===== src/extmem_fifo_pkg.sv =====
package extmem_fifo_pkg;

	// Width of one stored word
	localparam int data_bits = 8;

	// Words held in the external memory
	// Kept a power of two so the pointers wrap on their own
	localparam int depth = 16;

	// Address width for depth words
	localparam int addr_bits = $clog2(depth);

	// Cycles from the first sampled request to the done pulse
	localparam int wait_cycles = 3;

	// Wait-state counter must hold values up to wait_cycles - 1
	localparam int wait_bits = $clog2(wait_cycles + 1);

	// One data word, as stored and as seen on the push and pop ports
	typedef logic [data_bits-1:0] data_t;

	// Memory word address
	typedef logic [addr_bits-1:0] addr_t;

	// Fill level, covers 0 up to and including depth
	typedef logic [addr_bits:0] level_t;

	// Wait-state down-counter inside the memory model
	typedef logic [wait_bits-1:0] wait_t;

	// Fill value at which the memory has no free word
	localparam level_t level_full = level_t'(depth);

endpackage


===== src/extmem_if.sv =====
`timescale 1ns/1ps

// Single request channel between the FIFO controller and the memory
interface extmem_if;

	// Request side, held steady until done
	logic                   req;
	logic                   we;
	extmem_fifo_pkg::addr_t addr;
	extmem_fifo_pkg::data_t wdata;

	// Completion side, rdata is valid while done is high
	extmem_fifo_pkg::data_t rdata;
	logic                   done;

	modport controller (
		output req,
		output we,
		output addr,
		output wdata,
		input  rdata,
		input  done
	);

	modport memory (
		input  req,
		input  we,
		input  addr,
		input  wdata,
		output rdata,
		output done
	);

endinterface


===== src/extmem_fifo_ctrl.sv =====
`timescale 1ns/1ps

module extmem_fifo_ctrl (
	input  logic                    clk,
	input  logic                    reset,

	input  logic                    in_valid,
	input  extmem_fifo_pkg::data_t  in_data,
	output logic                    in_ready,

	output logic                    out_valid,
	output extmem_fifo_pkg::data_t  out_data,
	input  logic                    out_ready,

	output extmem_fifo_pkg::level_t fill,

	extmem_if.controller            mem
);

	typedef enum logic [1:0] {
		st_idle,
		st_writing,
		st_reading
	} state_t;

	state_t state;

	// Circular pointers into the memory
	extmem_fifo_pkg::addr_t wr_ptr;
	extmem_fifo_pkg::addr_t rd_ptr;

	// Words currently stored in memory
	extmem_fifo_pkg::level_t count;

	// Registered memory request
	logic                   req_q;
	logic                   we_q;
	extmem_fifo_pkg::addr_t addr_q;
	extmem_fifo_pkg::data_t wdata_q;

	// Output register
	logic                   out_valid_q;
	extmem_fifo_pkg::data_t out_data_q;

	logic mem_full;
	logic mem_empty;
	logic start_read;
	logic start_write;
	logic write_done;
	logic read_done;
	logic pop_fire;

	assign mem_full  = (count == extmem_fifo_pkg::level_full);
	assign mem_empty = (count == '0);

	// Refill the output register first, so a waiting consumer is served
	// before new words go into memory
	assign start_read = (state == st_idle) && !out_valid_q && !mem_empty;

	// Push side only opens out of reset while idle with room and no read pending
	assign in_ready    = !reset && (state == st_idle) && !mem_full && !start_read;
	assign start_write = in_valid && in_ready;

	assign write_done = (state == st_writing) && mem.done;
	assign read_done  = (state == st_reading) && mem.done;

	assign pop_fire = out_valid_q && out_ready;

	// Sequencer, one memory access at a time
	always_ff @(posedge clk) begin
		if (reset) begin
			state <= st_idle;
			req_q <= 1'b0;
		end else begin
			case (state)
				st_idle: begin
					if (start_read) begin
						state <= st_reading;
						req_q <= 1'b1;
					end else if (start_write) begin
						state <= st_writing;
						req_q <= 1'b1;
					end
				end
				st_writing,
				st_reading: begin
					// Drop the request right after completion
					if (mem.done) begin
						state <= st_idle;
						req_q <= 1'b0;
					end
				end
				default: begin
					state <= st_idle;
					req_q <= 1'b0;
				end
			endcase
		end
	end

	// Request payload is loaded together with req and held until done
	always_ff @(posedge clk) begin
		if (start_read) begin
			we_q   <= 1'b0;
			addr_q <= rd_ptr;
		end else if (start_write) begin
			we_q    <= 1'b1;
			addr_q  <= wr_ptr;
			wdata_q <= in_data;
		end
	end

	// Write pointer moves once the word is really in memory
	always_ff @(posedge clk) begin
		if (reset) begin
			wr_ptr <= '0;
		end else if (write_done) begin
			wr_ptr <= wr_ptr + 1'b1;
		end
	end

	// Read pointer moves as soon as the read is issued
	always_ff @(posedge clk) begin
		if (reset) begin
			rd_ptr <= '0;
		end else if (start_read) begin
			rd_ptr <= rd_ptr + 1'b1;
		end
	end

	// Fill count
	// write_done and start_read never fall in the same cycle
	always_ff @(posedge clk) begin
		if (reset) begin
			count <= '0;
		end else if (write_done) begin
			count <= count + 1'b1;
		end else if (start_read) begin
			count <= count - 1'b1;
		end
	end

	// Output register valid flag
	always_ff @(posedge clk) begin
		if (reset) begin
			out_valid_q <= 1'b0;
		end else if (read_done) begin
			out_valid_q <= 1'b1;
		end else if (pop_fire) begin
			out_valid_q <= 1'b0;
		end
	end

	// Captured read word that stays put while the consumer stalls
	always_ff @(posedge clk) begin
		if (read_done) begin
			out_data_q <= mem.rdata;
		end
	end

	assign mem.req   = req_q;
	assign mem.we    = we_q;
	assign mem.addr  = addr_q;
	assign mem.wdata = wdata_q;

	assign out_valid = out_valid_q;
	assign out_data  = out_data_q;
	assign fill      = count;

endmodule


===== src/extmem_fifo_top.sv =====
`timescale 1ns/1ps

module extmem_fifo_top (
	input  logic                    clk,
	input  logic                    reset,

	// Push side
	input  logic                    in_valid,
	input  extmem_fifo_pkg::data_t  in_data,
	output logic                    in_ready,

	// Pop side
	output logic                    out_valid,
	output extmem_fifo_pkg::data_t  out_data,
	input  logic                    out_ready,

	// Words held in memory, not counting the output register
	output extmem_fifo_pkg::level_t fill
);

	extmem_if mem_if ();

	extmem_fifo_ctrl ctrl_inst (
		.clk       (clk),
		.reset     (reset),
		.in_valid  (in_valid),
		.in_data   (in_data),
		.in_ready  (in_ready),
		.out_valid (out_valid),
		.out_data  (out_data),
		.out_ready (out_ready),
		.fill      (fill),
		.mem       (mem_if.controller)
	);

	extmem_sram sram_inst (
		.clk   (clk),
		.reset (reset),
		.mem   (mem_if.memory)
	);

endmodule


===== src/extmem_sram.sv =====
`timescale 1ns/1ps

// Slow single-port memory with a fixed number of wait states
module extmem_sram (
	input  logic     clk,
	input  logic     reset,
	extmem_if.memory mem
);

	extmem_fifo_pkg::data_t mem_array [extmem_fifo_pkg::depth];

	// Wait-state counter and its run flag
	extmem_fifo_pkg::wait_t wait_count;
	logic                   busy;

	logic                   done_q;
	extmem_fifo_pkg::data_t rdata_q;

	logic start;
	logic expire;

	// A new access starts on a request that is not the tail of the last one
	// The controller still holds req in the cycle done is high
	assign start  = mem.req && !busy && !done_q;
	assign expire = busy && (wait_count == '0);

	always_ff @(posedge clk) begin
		if (reset) begin
			busy       <= 1'b0;
			wait_count <= '0;
			done_q     <= 1'b0;
		end else begin
			done_q <= expire;
			if (expire) begin
				busy <= 1'b0;
			end else if (busy) begin
				wait_count <= wait_count - 1'b1;
			end else if (start) begin
				busy       <= 1'b1;
				wait_count <= extmem_fifo_pkg::wait_t'(extmem_fifo_pkg::wait_cycles - 1);
			end
		end
	end

	// Array access happens on the last wait state
	// so rdata lines up with the done pulse
	always_ff @(posedge clk) begin
		if (expire) begin
			if (mem.we) begin
				mem_array[mem.addr] <= mem.wdata;
			end else begin
				rdata_q <= mem_array[mem.addr];
			end
		end
	end

	assign mem.done  = done_q;
	assign mem.rdata = rdata_q;

endmodule


===== config.mk =====
export PLATFORM = sky130hd
export DESIGN_NAME = extmem_fifo_top
export DESIGN_NICKNAME = d
export VERILOG_FILES = /design/src/extmem_fifo_pkg.sv /design/src/extmem_if.sv /design/src/extmem_fifo_ctrl.sv /design/src/extmem_fifo_top.sv /design/src/extmem_sram.sv
export SDC_FILE = /design/constraint.sdc
export NUM_CORES = 1
export LEC_CHECK = 0
export ABC_AREA = 1
export BUFFER_PORTS_ARGS = -buffer_cell sky130_fd_sc_hd__buf_2
export CORE_ASPECT_RATIO = 2
export CORE_UTILIZATION = 59
export DETAILED_ROUTE_END_ITERATION = 7
export MAX_ROUTING_LAYER = met4
export PLACE_DENSITY = 0.79
export RECOVER_POWER = 25
export SYNTH_ARGS = -nofsm -noshare
export SYNTH_HDL_FRONTEND = slang
export SYNTH_HIERARCHICAL = 1
export SYNTH_SLANG_ARGS = --single-unit

===== constraint.sdc =====
create_clock -name clk -period 2.37 [get_ports clk]
set_input_delay 0.1185 -clock clk [delete_from_list [all_inputs] [get_ports clk]]
set_output_delay 0.1185 -clock clk [all_outputs]
set_load 0.02 [all_outputs]

==> out/results.ini, run 1 <==
[status]
outcome = complete, no violations

[synth]
synth.avg_cell_area_um2 = 10.3
synth_seq_area_share_pct = 68.2
yosys.area.top_type = edfxtp_1
syn_nets = 754
synth_xor_area_share_pct = 0.466
yosysWarningCount = 6
synth_compound_area_share_pct = 2.58
yosysUniqueCellTypes = 31
synth_seq_cells = 178
synth_top_family_by_area = simple AND/OR/NAND/NOR gates
synth_area_mm2 = 0.00752
ys_top_cells_by_area = edfxtp_1 (62%), nand2_1 (18%), dfxtp_1 (5.9%)
syn_inst = 732
synth_mux_area_share_pct = 0
synth_top_area_share_pct = 62.3
synthAdderAreaFrac_pct = 1.76
synth-simple-area-share_pct = 22.3

[worst_setup_path]
rrSetupSlack_ns = 0.34
worstSetupStartpoint = sram_inst/wait_count[0]$_SDFFE_PP0P_
cp.arrival_ns = 2.09
crit_path_end_kind = register
worstPathRequired_ns = 2.43
r2r-start = sram_inst/wait_count[0]$_SDFFE_PP0P_
rr_worst_depth = 6
start_kind = register
path_class = register to register
path_max_fanout = 8
reg2reg_to = sram_inst/mem_array[9][6]$_DFFE_PP_

[timing]
fin_crit_sh_pct = 85.9
relSlewSlack_pct = 48.9
min_period_ns = 2.03
worst_slew_pin_slew_ns = 0.764
rsz0062_at_grt = no
skew_ns = 0.00662
hold_viol = 0
clock.fmax_mhz = 491
timing.final.max_slew_violations = 0
setup_viol = 0
fin_setup_tns_ns = 0

[power]
power_mw = 9.80
peakVddDrop_mv = 0.926
power.density_mw_per_mm2 = 1150
p_leak_nw = 3.64

[route]
drc = 0
wl_per_cell_um = 16.4
wl_um = 15600
vias = 5074
drtIter0Drc = 353
vias_per_cell = 5.35
dr.pass1.iters = 5
ant_nets = 0

[clock_tree]
cts_tree = built
htree_levels = 4
cts_resized = 0
clk_pin_slew_ns = 0.06
cts_sinks = 178
cts_max_path_buffers = 2
cts-root-buf = clkbuf_16
clkLatencyLatePin_ns = 0.42
cts_made_buffers = 17
cts_setup_buffers = 0

[cells_and_area]
layout_common_cells = nand2_1 (369), edfxtp_1 (156), inv_1 (52)
nets = 808
diodes = 0
layout_commonest_cell = nand2_1
drive_above_1_share_pct = 11.9
syn_to_final_growth_pct = 13.6
utilization_pct = 68.5
stdcell_count = 949

[global_route]
grtUsageMet3_pct = 4.89
grt_max_degree = 35
grt_pass1_vias = 5160
use_met1_pct = 26.5
overflow = 0
grt_antenna_before_repair = 0
track_usage_pct = 27.1
top_usage_layer = met2
use_met2_pct = 46.3
grt_pass1_wl_um = 24500

[place]
post-place-cells = 907
dp_hpwl_um = 10500
place.gp.congestion = 0.878
port_buffers = 26

[die]
initial_core_util_pct = 60.2
rows = 58
dieArea_mm2 = 0.0132
die_height_um = 162
io_pins = 27
die_w_um = 81.8
core_area_mm2 = 0.0125

[worst_hold_path]
hold_path.class = primary input to register
min-delay-start = reset
hold_path_end = sram_inst/busy$_SDFF_PP0_
hold_depth = 2

[job]
drv_cap = 0

## through the flow
stage / cell area [µm²] / setup WS, ns / hold WS, ns
floorplan: 7520 / 0.579 / 0.191
global placement: 7870 / 0.430 / 0.298
detailed placement: 7870 / 0.349 / 0.297
CTS: 8550 / 0.358 / 0.0349
global route: 8540 / 0.166 / 0.0561
finish: 8540 / 0.335 / 0.0475
## synth_stat cells, drive strengths merged
| master | n |
|---|---|
| nand3 | 11 |
| a21oi | 17 |
| nor2 | 36 |
| clkbuf | 2 |
| nand2 | 378 |
| fa | 1 |
| dfxtp | 22 |
| nor3 | 1 |
| a21boi | 1 |
| and3 | 1 |
| edfxtp | 156 |
| xor2 | 4 |
| o21ai | 15 |
| buf | 21 |
| inv | 54 |
| clkinv | 2 |
| nand3b | 1 |
| ha | 9 |
## cell type report
| type | count | area (µm²) |
|---|---|---|
| clock inverters | 13 | 124 |
| inverters | 56 | 214 |
| fillers | 911 | 3940 |
| multi-input cells | 475 | 2040 |
| flip-flops and latches | 178 | 5120 |
| clock buffers | 19 | 453 |
| repair buffers | 58 | 402 |
| well taps | 150 | 188 |
## cell families (layout without fill, tap and decap cells)
| group | Yosys count | after routing |
|---|---|---|
| simple gates | 428 | 428 |
| flops | 178 | 178 |
| buf+inv | 79 | 146 |
| compound gates | 33 | 33 |
| fa+ha+maj | 10 | 10 |
| xor+xnor | 4 | 4 |
## power by group
group	switching [mW]	internal, mW	leakage (nW)
Clock	1.16	1.52	0.284
Sequential	0.237	3.77	1.59
Combinational	2.19	0.931	1.76
## how the worst max path moves through the flow
stage               slack, ns  depth (start not counted)                                   to
floorplan                0.58                         12       ctrl_inst/fill[4]$_SDFFE_PP0P_
global placement         0.43                         12       ctrl_inst/fill[4]$_SDFFE_PP0P_
detailed placement       0.35                          6  sram_inst/mem_array[1][7]$_DFFE_PP_
CTS                      0.36                          6  sram_inst/mem_array[1][3]$_DFFE_PP_
global route             0.17                         12       ctrl_inst/fill[4]$_SDFFE_PP0P_
finish                   0.34                          6  sram_inst/mem_array[9][6]$_DFFE_PP_
## registers in the layout (all words and copies together), names as in the netlist, 2 cells and up
register and cells:
sram_inst/wait_count 2, sram_inst/mem_array 128, ctrl_inst/rd_ptr 4, ctrl_inst/out_data 8, ctrl_inst/fill 5, ctrl_inst/state 2
sram_inst/mem.rdata 8, ctrl_inst/wr_ptr 4, ctrl_inst/mem.wdata 8, ctrl_inst/mem.addr 4
## metal layers
metal  wire length [µm]  part of all wire, %  vias to the layer above
met5                  0                    0                        -
met4               1130                  7.3                        0
met3                513                  3.3                       83
met2               8550                   55                      165
met1               5390                   35                     2367
li1                   -                    -                     2459
## timing repair
| action | 4_1_cts | 5_1_grt |
|---|---|---|
| hold endpoints to repair | 10 | 0 |
| endpoints found under the setup margin | 0 | 0 |
| hold buffers | 10 | 0 |
## worst max-delay path: stages (launching register included)
cell and delay, ns:
dfxtp_1 0.30, inv_1 0.10, ha_1 0.18, nand2_1 0.12
nor2_1 0.24, nand3_1 0.21, nor2_1 0.53
Note: power is estimated with default switching activity, not from simulation.
==> run 2: changes to the inputs <==
--- a/config.mk
+++ b/config.mk
@@ -5,13 +5,12 @@
 export SDC_FILE = /design/constraint.sdc
 export NUM_CORES = 1
 export LEC_CHECK = 0
-export ABC_AREA = 1
 export BUFFER_PORTS_ARGS = -buffer_cell sky130_fd_sc_hd__buf_2
 export CORE_ASPECT_RATIO = 2
 export CORE_UTILIZATION = 59
 export DETAILED_ROUTE_END_ITERATION = 7
 export MAX_ROUTING_LAYER = met4
-export PLACE_DENSITY = 0.79
+export PLACE_DENSITY = 0.8
 export RECOVER_POWER = 25
 export SYNTH_ARGS = -nofsm -noshare
 export SYNTH_HDL_FRONTEND = slang
==> run 2 against run 1 <==
Cell area fell by 4.7%. Critical path depth grew 1. Maximum frequency grew 1.0%. Die area decreased by 5.5%. Largest power group unchanged. Critical endpoint is now ctrl_inst/state[0]$_SDFFE_PP0P_. Total power is 11% lower. Largest cell class unchanged. Highest routed layer unchanged. Cell count down 34%. Sequential power barely moved. Synthesized area decreased by 5.6%. First-iteration DRC count decreased by 22%. Non-clock buffer count is the same.
==> out/results.ini, run 2 <==
[timing]
skew_ns = 0.0106  ; was 0.00662 ns
rsz0062_at_grt = no  ; unchanged
worst_slew_pin_slew_ns = 0.751  ; was 0.764 ns
setup_viol = 0  ; unchanged
min_period_ns = 2.01  ; was 2.03 ns
clock.fmax_mhz = 496  ; was 491 MHz
relSlewSlack_pct = 49.7  ; was 48.9%
hold_viol = 0  ; unchanged
holdWs_ns = 0.285  ; was 0.0475 ns
fin_crit_sh_pct = 85.0  ; was 85.9%
timing.final.max_slew_violations = 0  ; unchanged
fin_setup_tns_ns = 0  ; unchanged

[cells_and_area]
largest_register_ffs = 128  ; unchanged
fillCellCount = 725  ; was 911
diodes = 0  ; unchanged
utilization_pct = 69.6  ; was 68.5%
layout_common_cells = edfxtp_1 (156), nand2_1 (34), nor2_1 (30)  ; was nand2_1 (369), edfxtp_1 (156), inv_1 (52)
regMostFlops = sram_inst/mem_array  ; unchanged
nets = 486  ; was 808
syn_to_final_growth_pct = 14.8  ; was 13.6%
design_area_mm2 = 0.00815  ; was 0.00854 mm²
layout_commonest_cell = edfxtp_1  ; was nand2_1
drive_above_1_share_pct = 21.4  ; was 11.9%

[status]
outcome = complete, no violations  ; unchanged

[worst_hold_path]
hold_path.class = primary input to register  ; unchanged
min-delay-start = in_valid  ; was reset
hold_path_end = ctrl_inst/mem.we$_SDFFE_PP0P_  ; was sram_inst/busy$_SDFF_PP0_
hold_depth = 4  ; was 2

[synth]
synth_top_family_by_area = multiplexers  ; was simple AND/OR/NAND/NOR gates
synth_common_cells = edfxtp_1 (156), nand2_1 (34), nor2_1 (30)  ; was nand2_1 (369), edfxtp_1 (156), inv_1 (52)
yosysUniqueCellTypes = 50  ; was 31
synth_top_area_share_pct = 66.0  ; was 62.3%
yosys.area.top_type = edfxtp_1  ; unchanged
synth_edf_count = 156  ; unchanged
yosys.cell_count.top_type = edfxtp_1  ; was nand2_1
syn_inst = 403  ; was 732
synth_seq_cells = 178  ; unchanged
synth_compound_area_share_pct = 4.48  ; was 2.58%
yosys_most_used_dff = edfxtp_1  ; unchanged
synth-simple-area-share_pct = 7.05  ; was 22.3%
yosysWarningCount = 6  ; unchanged
synth_xor_area_share_pct = 0.987  ; was 0.466%
synth.avg_cell_area_um2 = 17.6  ; was 10.3 µm²
syn_nets = 425  ; was 754
synthAdderAreaFrac_pct = 1.87  ; was 1.76%
synth_seq_area_share_pct = 72.2  ; was 68.2%
async_flop_share_pct = 0  ; unchanged
synth_area_mm2 = 0.00710  ; was 0.00752 mm²
synth_mux_area_share_pct = 11.4  ; was 0%
ys_top_cells_by_area = edfxtp_1 (66%), mux4_1 (6.7%), dfxtp_1 (6.2%)  ; was edfxtp_1 (62%), nand2_1 (18%), dfxtp_1 (5.9%)

[worst_setup_path]
r2r-start = ctrl_inst/state[1]$_SDFFE_PP0P_  ; was sram_inst/wait_count[0]$_SDFFE_PP0P_
critPathMaxStageDelay_ns = 0.43  ; was 0.53 ns
path_class = register to register  ; unchanged
start_kind = register  ; unchanged
cp_slowest_cell = mux2i_1  ; was nor2_1
crit_path_end_kind = register  ; unchanged
cp.arrival_ns = 2.29  ; was 2.09 ns
path_max_fanout = 10  ; was 8
rrSetupSlack_ns = 0.36  ; was 0.34 ns
cp_top_family = multiplexers  ; was simple AND/OR/NAND/NOR gates
reg2reg_to = ctrl_inst/state[0]$_SDFFE_PP0P_  ; was sram_inst/mem_array[9][6]$_DFFE_PP_
worstPathRequired_ns = 2.64  ; was 2.43 ns
crit_chain = inv_1 -> ha_1 -> and4b_1 -> mux2i_1 -> inv_2 -> a21oi_1 -> a211oi_2  ; was inv_1 -> ha_1 -> nand2_1 -> nor2_1 -> nand3_1 -> nor2_1
path_buf_inv = 2  ; was 1
rr_worst_depth = 7  ; was 6
path_depth = 7  ; was 6

[route]
vias_per_cell = 6.06  ; was 5.35
drtIter0Drc = 277  ; was 353
ant_nets = 0  ; unchanged
drc = 0  ; unchanged
dr.pass1.iters = 4  ; was 5
wl_per_cell_um = 22.5  ; was 16.4 µm
wl_um = 14000  ; was 15600 µm
vias = 3771  ; was 5074

[clock_tree]
clkLatencyLatePin_ns = 0.42  ; about the same
clk_pin_slew_ns = 0.06  ; about the same
htree_levels = 4  ; unchanged
cts_setup_buffers = 0  ; unchanged
cts_max_path_buffers = 2  ; unchanged
cts_tree = built  ; unchanged
cts_sinks = 178  ; unchanged
cts-root-buf = clkbuf_16  ; unchanged
cts_made_buffers = 17  ; unchanged

[place]
port_buffers = 26  ; unchanged
place.gp.congestion = 0.840  ; was 0.878
place_area_mm2 = 0.00749  ; was 0.00787 mm²
dp_hpwl_um = 9540  ; was 10500 µm

[power]
power_mw = 8.74  ; was 9.80 mW
power.density_mw_per_mm2 = 1070  ; was 1150 mW/mm²
peakVddDrop_mv = 1.01  ; was 0.926 mV
p_leak_nw = 2.85  ; was 3.64 nW

[global_route]
track_usage_pct = 26.0  ; was 27.1%
overflow = 0  ; unchanged
grt_antenna_before_repair = 0  ; unchanged
grt_pass1_vias = 4000  ; was 5160
grt_max_degree = 36  ; was 35
grt_pass1_wl_um = 21700  ; was 24500 µm

[die]
dieArea_mm2 = 0.0125  ; was 0.0132 mm²
die_height_um = 157  ; was 162 µm
die_w_um = 79.6  ; was 81.8 µm
initial_core_util_pct = 60.7  ; was 60.2%
core_area_mm2 = 0.0117  ; was 0.0125 mm²
rows = 56  ; was 58
io_pins = 27  ; unchanged

[job]
drv_cap = 0  ; unchanged

run 2: logic make-up after synthesis:
group / Yosys count
XOR/XNOR: 8
multiplexers: 34
AO/OA/AOI/OAI: 42
flip-flops: 178
AND/OR/NAND/NOR: 103
adder cells (fa/ha/maj): 10
buffers and inverters: 28
run 2: timing repair:
| action | CTS | global route |
|---|---|---|
| hold buffers | 10 | 0 |
| hold endpoints to repair | 11 | 0 |
| gates resized for setup | 0 | 0 |
| setup endpoints to repair | 0 | 0 |
run 2: worst max path at each step:
stage | start | endpoint | slack [ns]
floorplan | ctrl_inst/state[1]$_SDFFE_PP0P_ | ctrl_inst/fill[4]$_SDFFE_PP0P_ | 0.42
global placement | ctrl_inst/state[0]$_SDFFE_PP0P_ | ctrl_inst/state[0]$_SDFFE_PP0P_ | 0.43
detailed placement | ctrl_inst/state[1]$_SDFFE_PP0P_ | ctrl_inst/state[0]$_SDFFE_PP0P_ | 0.39
CTS | ctrl_inst/state[1]$_SDFFE_PP0P_ | ctrl_inst/state[0]$_SDFFE_PP0P_ | 0.36
global route | ctrl_inst/state[1]$_SDFFE_PP0P_ | ctrl_inst/state[0]$_SDFFE_PP0P_ | 0.29
finish | ctrl_inst/state[1]$_SDFFE_PP0P_ | ctrl_inst/state[0]$_SDFFE_PP0P_ | 0.36
run 2: area by class of cell:
type,instances,area (µm²),share of cell area [%]
flip-flops and latches,178,5120,62.9
multi-input cells,197,1830,22.5
clock buffers,17,425,5.22
repair buffers,58,408,5.01
well taps,145,181,2.23
clock inverters,15,133,1.63
inverters,12,45.0,0.553
run 2: power by group:
part,total (mW),leakage [nW],internal (mW),switching (mW)
Combinational,2.19,0.992,0.977,1.21
Clock,2.59,0.267,1.45,1.14
Sequential,3.97,1.59,3.71,0.262
run 2: metrics by stage:
| stage | instances | worst slack [ns] |
|---|---|---|
| floorplan | 403 | 0.420 |
| global placement | 580 | 0.432 |
| detailed placement | 580 | 0.387 |
| CTS | 622 | 0.364 |
| global route | 622 | 0.293 |
| finish | 622 | 0.355 |
run 2: metal layers:
| metal | GRT usage [%] | part of all wire, % |
|---|---|---|
| met5 | - | 0 |
| met3 | 4.58 | 3.9 |
| met1 | 24.9 | 32 |
| met4 | 17.0 | 5.4 |
| met2 | 46.4 | 59 |
run 2: worst register-to-register path, cell delays in order, from the launching register on:
cell and delay, ns:
dfxtp_1 0.37, inv_1 0.08, ha_1 0.26, and4b_1 0.24
mux2i_1 0.43, inv_2 0.23, a21oi_1 0.22, a211oi_2 0.05
==> run 3: changes to the inputs <==
--- a/config.mk
+++ b/config.mk
@@ -7,10 +7,9 @@
 export LEC_CHECK = 0
 export BUFFER_PORTS_ARGS = -buffer_cell sky130_fd_sc_hd__buf_2
 export CORE_ASPECT_RATIO = 2
-export CORE_UTILIZATION = 59
+export CORE_UTILIZATION = 55
 export DETAILED_ROUTE_END_ITERATION = 7
-export MAX_ROUTING_LAYER = met4
-export PLACE_DENSITY = 0.8
+export PLACE_DENSITY = 0.75
 export RECOVER_POWER = 25
 export SYNTH_ARGS = -nofsm -noshare
 export SYNTH_HDL_FRONTEND = slang
==> run 3 against run 2 <==
Cell area up 0.68%. Register-to-register slack worse by 0.03 ns. Critical path type unchanged. Combinational power down 2%. Routed wire length down 3.8%. Total power up 2.0%. Sequential cell count unchanged.
==> out/results.ini, run 3 (synthesized netlist as in run 2, its figures left out) <==
[status]
outcome = complete, no violations  ; unchanged

[power]
peakVddDrop_mv = 0.702  ; was 1.01 mV
p_leak_nw = 2.87  ; was 2.85 nW
power.density_mw_per_mm2 = 1090  ; was 1070 mW/mm²

[die]
dieArea_mm2 = 0.0134  ; was 0.0125 mm²
rows = 58  ; was 56
core_area_mm2 = 0.0126  ; was 0.0117 mm²
io_pins = 27  ; unchanged
die_w_um = 82.3  ; was 79.6 µm
initial_core_util_pct = 56.5  ; was 60.7%
die_height_um = 163  ; was 157 µm

[timing]
skew_ns = 0.00800  ; was 0.0106 ns
fin_setup_tns_ns = 0  ; unchanged
fin_crit_sh_pct = 86.2  ; was 85.0%
clock.fmax_mhz = 490  ; was 496 MHz
worst_slew_pin_slew_ns = 0.807  ; was 0.751 ns
min_period_ns = 2.04  ; was 2.01 ns
setup_viol = 0  ; unchanged
hold_viol = 0  ; unchanged
rsz0062_at_grt = no  ; unchanged
relSlewSlack_pct = 46.0  ; was 49.7%
timing.final.max_slew_violations = 0  ; unchanged

[clock_tree]
cts_sinks = 178  ; unchanged
cts_max_path_buffers = 2  ; unchanged
clkLatencyLatePin_ns = 0.43  ; was 0.42 ns
cts_tree = built  ; unchanged
cts-root-buf = clkbuf_16  ; unchanged
htree_levels = 4  ; unchanged
cts_made_buffers = 17  ; unchanged
clk_pin_slew_ns = 0.07  ; was 0.06 ns
cts_setup_buffers = 0  ; unchanged

[route]
ant_nets = 0  ; unchanged
drtIter0Drc = 236  ; was 277
drc = 0  ; unchanged
vias = 3738  ; was 3771
vias_per_cell = 5.96  ; was 6.06
wl_um = 13500  ; was 14000 µm
wl_per_cell_um = 21.5  ; was 22.5 µm
dr.pass1.iters = 5  ; was 4

[cells_and_area]
stdcell_count = 627  ; was 622
diodes = 0  ; unchanged
fillCellCount = 845  ; was 725
nets = 486  ; unchanged
drive_above_1_share_pct = 21.6  ; was 21.4%
layout_common_cells = edfxtp_1 (156), nand2_1 (34), nor2_1 (30)  ; unchanged
regArea_mm2 = 0.00512  ; unchanged
syn_to_final_growth_pct = 15.5  ; was 14.8%
multi_input_area_mm2 = 0.00183  ; unchanged
regMostFlops = sram_inst/mem_array  ; unchanged
largest_register_ffs = 128  ; unchanged
layout_commonest_cell = edfxtp_1  ; unchanged

[worst_hold_path]
hold_path.class = primary input to register  ; unchanged
hold_depth = 4  ; unchanged
min-delay-start = in_valid  ; unchanged
hold_path_end = ctrl_inst/mem.we$_SDFFE_PP0P_  ; unchanged

[global_route]
grt_pass1_vias = 3806  ; was 4000
grt_max_degree = 36  ; unchanged
grt_antenna_before_repair = 0  ; unchanged
track_usage_pct = 22.7  ; was 26.0%
grt_pass1_wl_um = 20600  ; was 21700 µm
overflow = 0  ; unchanged

[worst_setup_path]
crit_path_end_kind = register  ; unchanged
path_class = register to register  ; unchanged
r2r-start = ctrl_inst/state[1]$_SDFFE_PP0P_  ; unchanged
worstSetupStartpoint = ctrl_inst/state[1]$_SDFFE_PP0P_  ; unchanged
worstPathRequired_ns = 2.68  ; was 2.64 ns
cp.arrival_ns = 2.35  ; was 2.29 ns
rrSetupSlack_ns = 0.33  ; was 0.36 ns
path_max_fanout = 6  ; was 10
reg2reg_to = ctrl_inst/fill[4]$_SDFFE_PP0P_  ; was ctrl_inst/state[0]$_SDFFE_PP0P_
start_kind = register  ; unchanged
rr_worst_depth = 9  ; was 7

[job]
drv_cap = 0  ; unchanged

[place]
post-place-cells = 585  ; was 580
dp_hpwl_um = 9190  ; was 9540 µm
place.gp.congestion = 0.831  ; was 0.840
port_buffers = 26  ; unchanged

[run 3: power by group]
group	switching, mW	internal [mW]	total [mW]
registers	0.277	3.71	3.98
clock network	1.21	1.57	2.78
logic	1.18	0.978	2.15
[run 3: per-stage QoR]
step | hold slack [ns] | power (mW) | util, % | cell area, µm² | setup slack [ns]
4_1_cts | 0.239 | 8.97 | 65.3 | 8200 | 0.323
3_5_place_dp | 0.297 | 6.20 | 59.7 | 7490 | 0.329
3_3_place_gp | 0.296 | 6.13 | 59.7 | 7490 | 0.412
5_1_grt | 0.288 | 9.29 | 65.3 | 8200 | 0.120
6_report | 0.259 | 8.92 | 65.3 | 8200 | 0.327
2_1_floorplan | 0.191 | 5.63 | - | 7100 | 0.420
[run 3: worst max path at each step]
stage	end	slack [ns]	cells past startpoint
floorplan	ctrl_inst/fill[4]$_SDFFE_PP0P_	0.42	9
global placement	ctrl_inst/fill[4]$_SDFFE_PP0P_	0.41	9
detailed placement	ctrl_inst/fill[4]$_SDFFE_PP0P_	0.33	9
CTS	ctrl_inst/fill[4]$_SDFFE_PP0P_	0.32	9
global route	ctrl_inst/fill[4]$_SDFFE_PP0P_	0.12	9
finish	ctrl_inst/fill[4]$_SDFFE_PP0P_	0.33	9
[run 3: critical path, stage by stage, from the launching register on]
cell	delay, ns
dfxtp_1	0.37
inv_1	0.08
ha_1	0.19
nand2_1	0.18
inv_2	0.10
fa_1	0.39
nand2b_1	0.17
o2bb2ai_1	0.16
a22oi_1	0.18
nand3_1	0.10
[run 3: area by class of cell]
class / instances / share of cell area [%]
Clock buffer: 20 / 6.10
Multi-Input combinational cell: 197 / 22.3
Sequential cell: 178 / 62.5
Timing Repair Buffer: 58 / 4.97
Clock inverter: 12 / 1.30
Inverter: 12 / 0.549
Tap cell: 150 / 2.29
[run 3: metal layers]
metal  GRT usage [%]  wire [µm]  up-vias
li1                -          -     1702
met1            23.5       4650     1882
met2            40.0       7640      114
met3            5.10        471       40
met4            13.8        721        0
met5               0          0        -
[run 3: what timing repair did]
action	CTS	global route
hold buffers	10	0
gates resized for setup	0	0
hold endpoints to repair	12	0
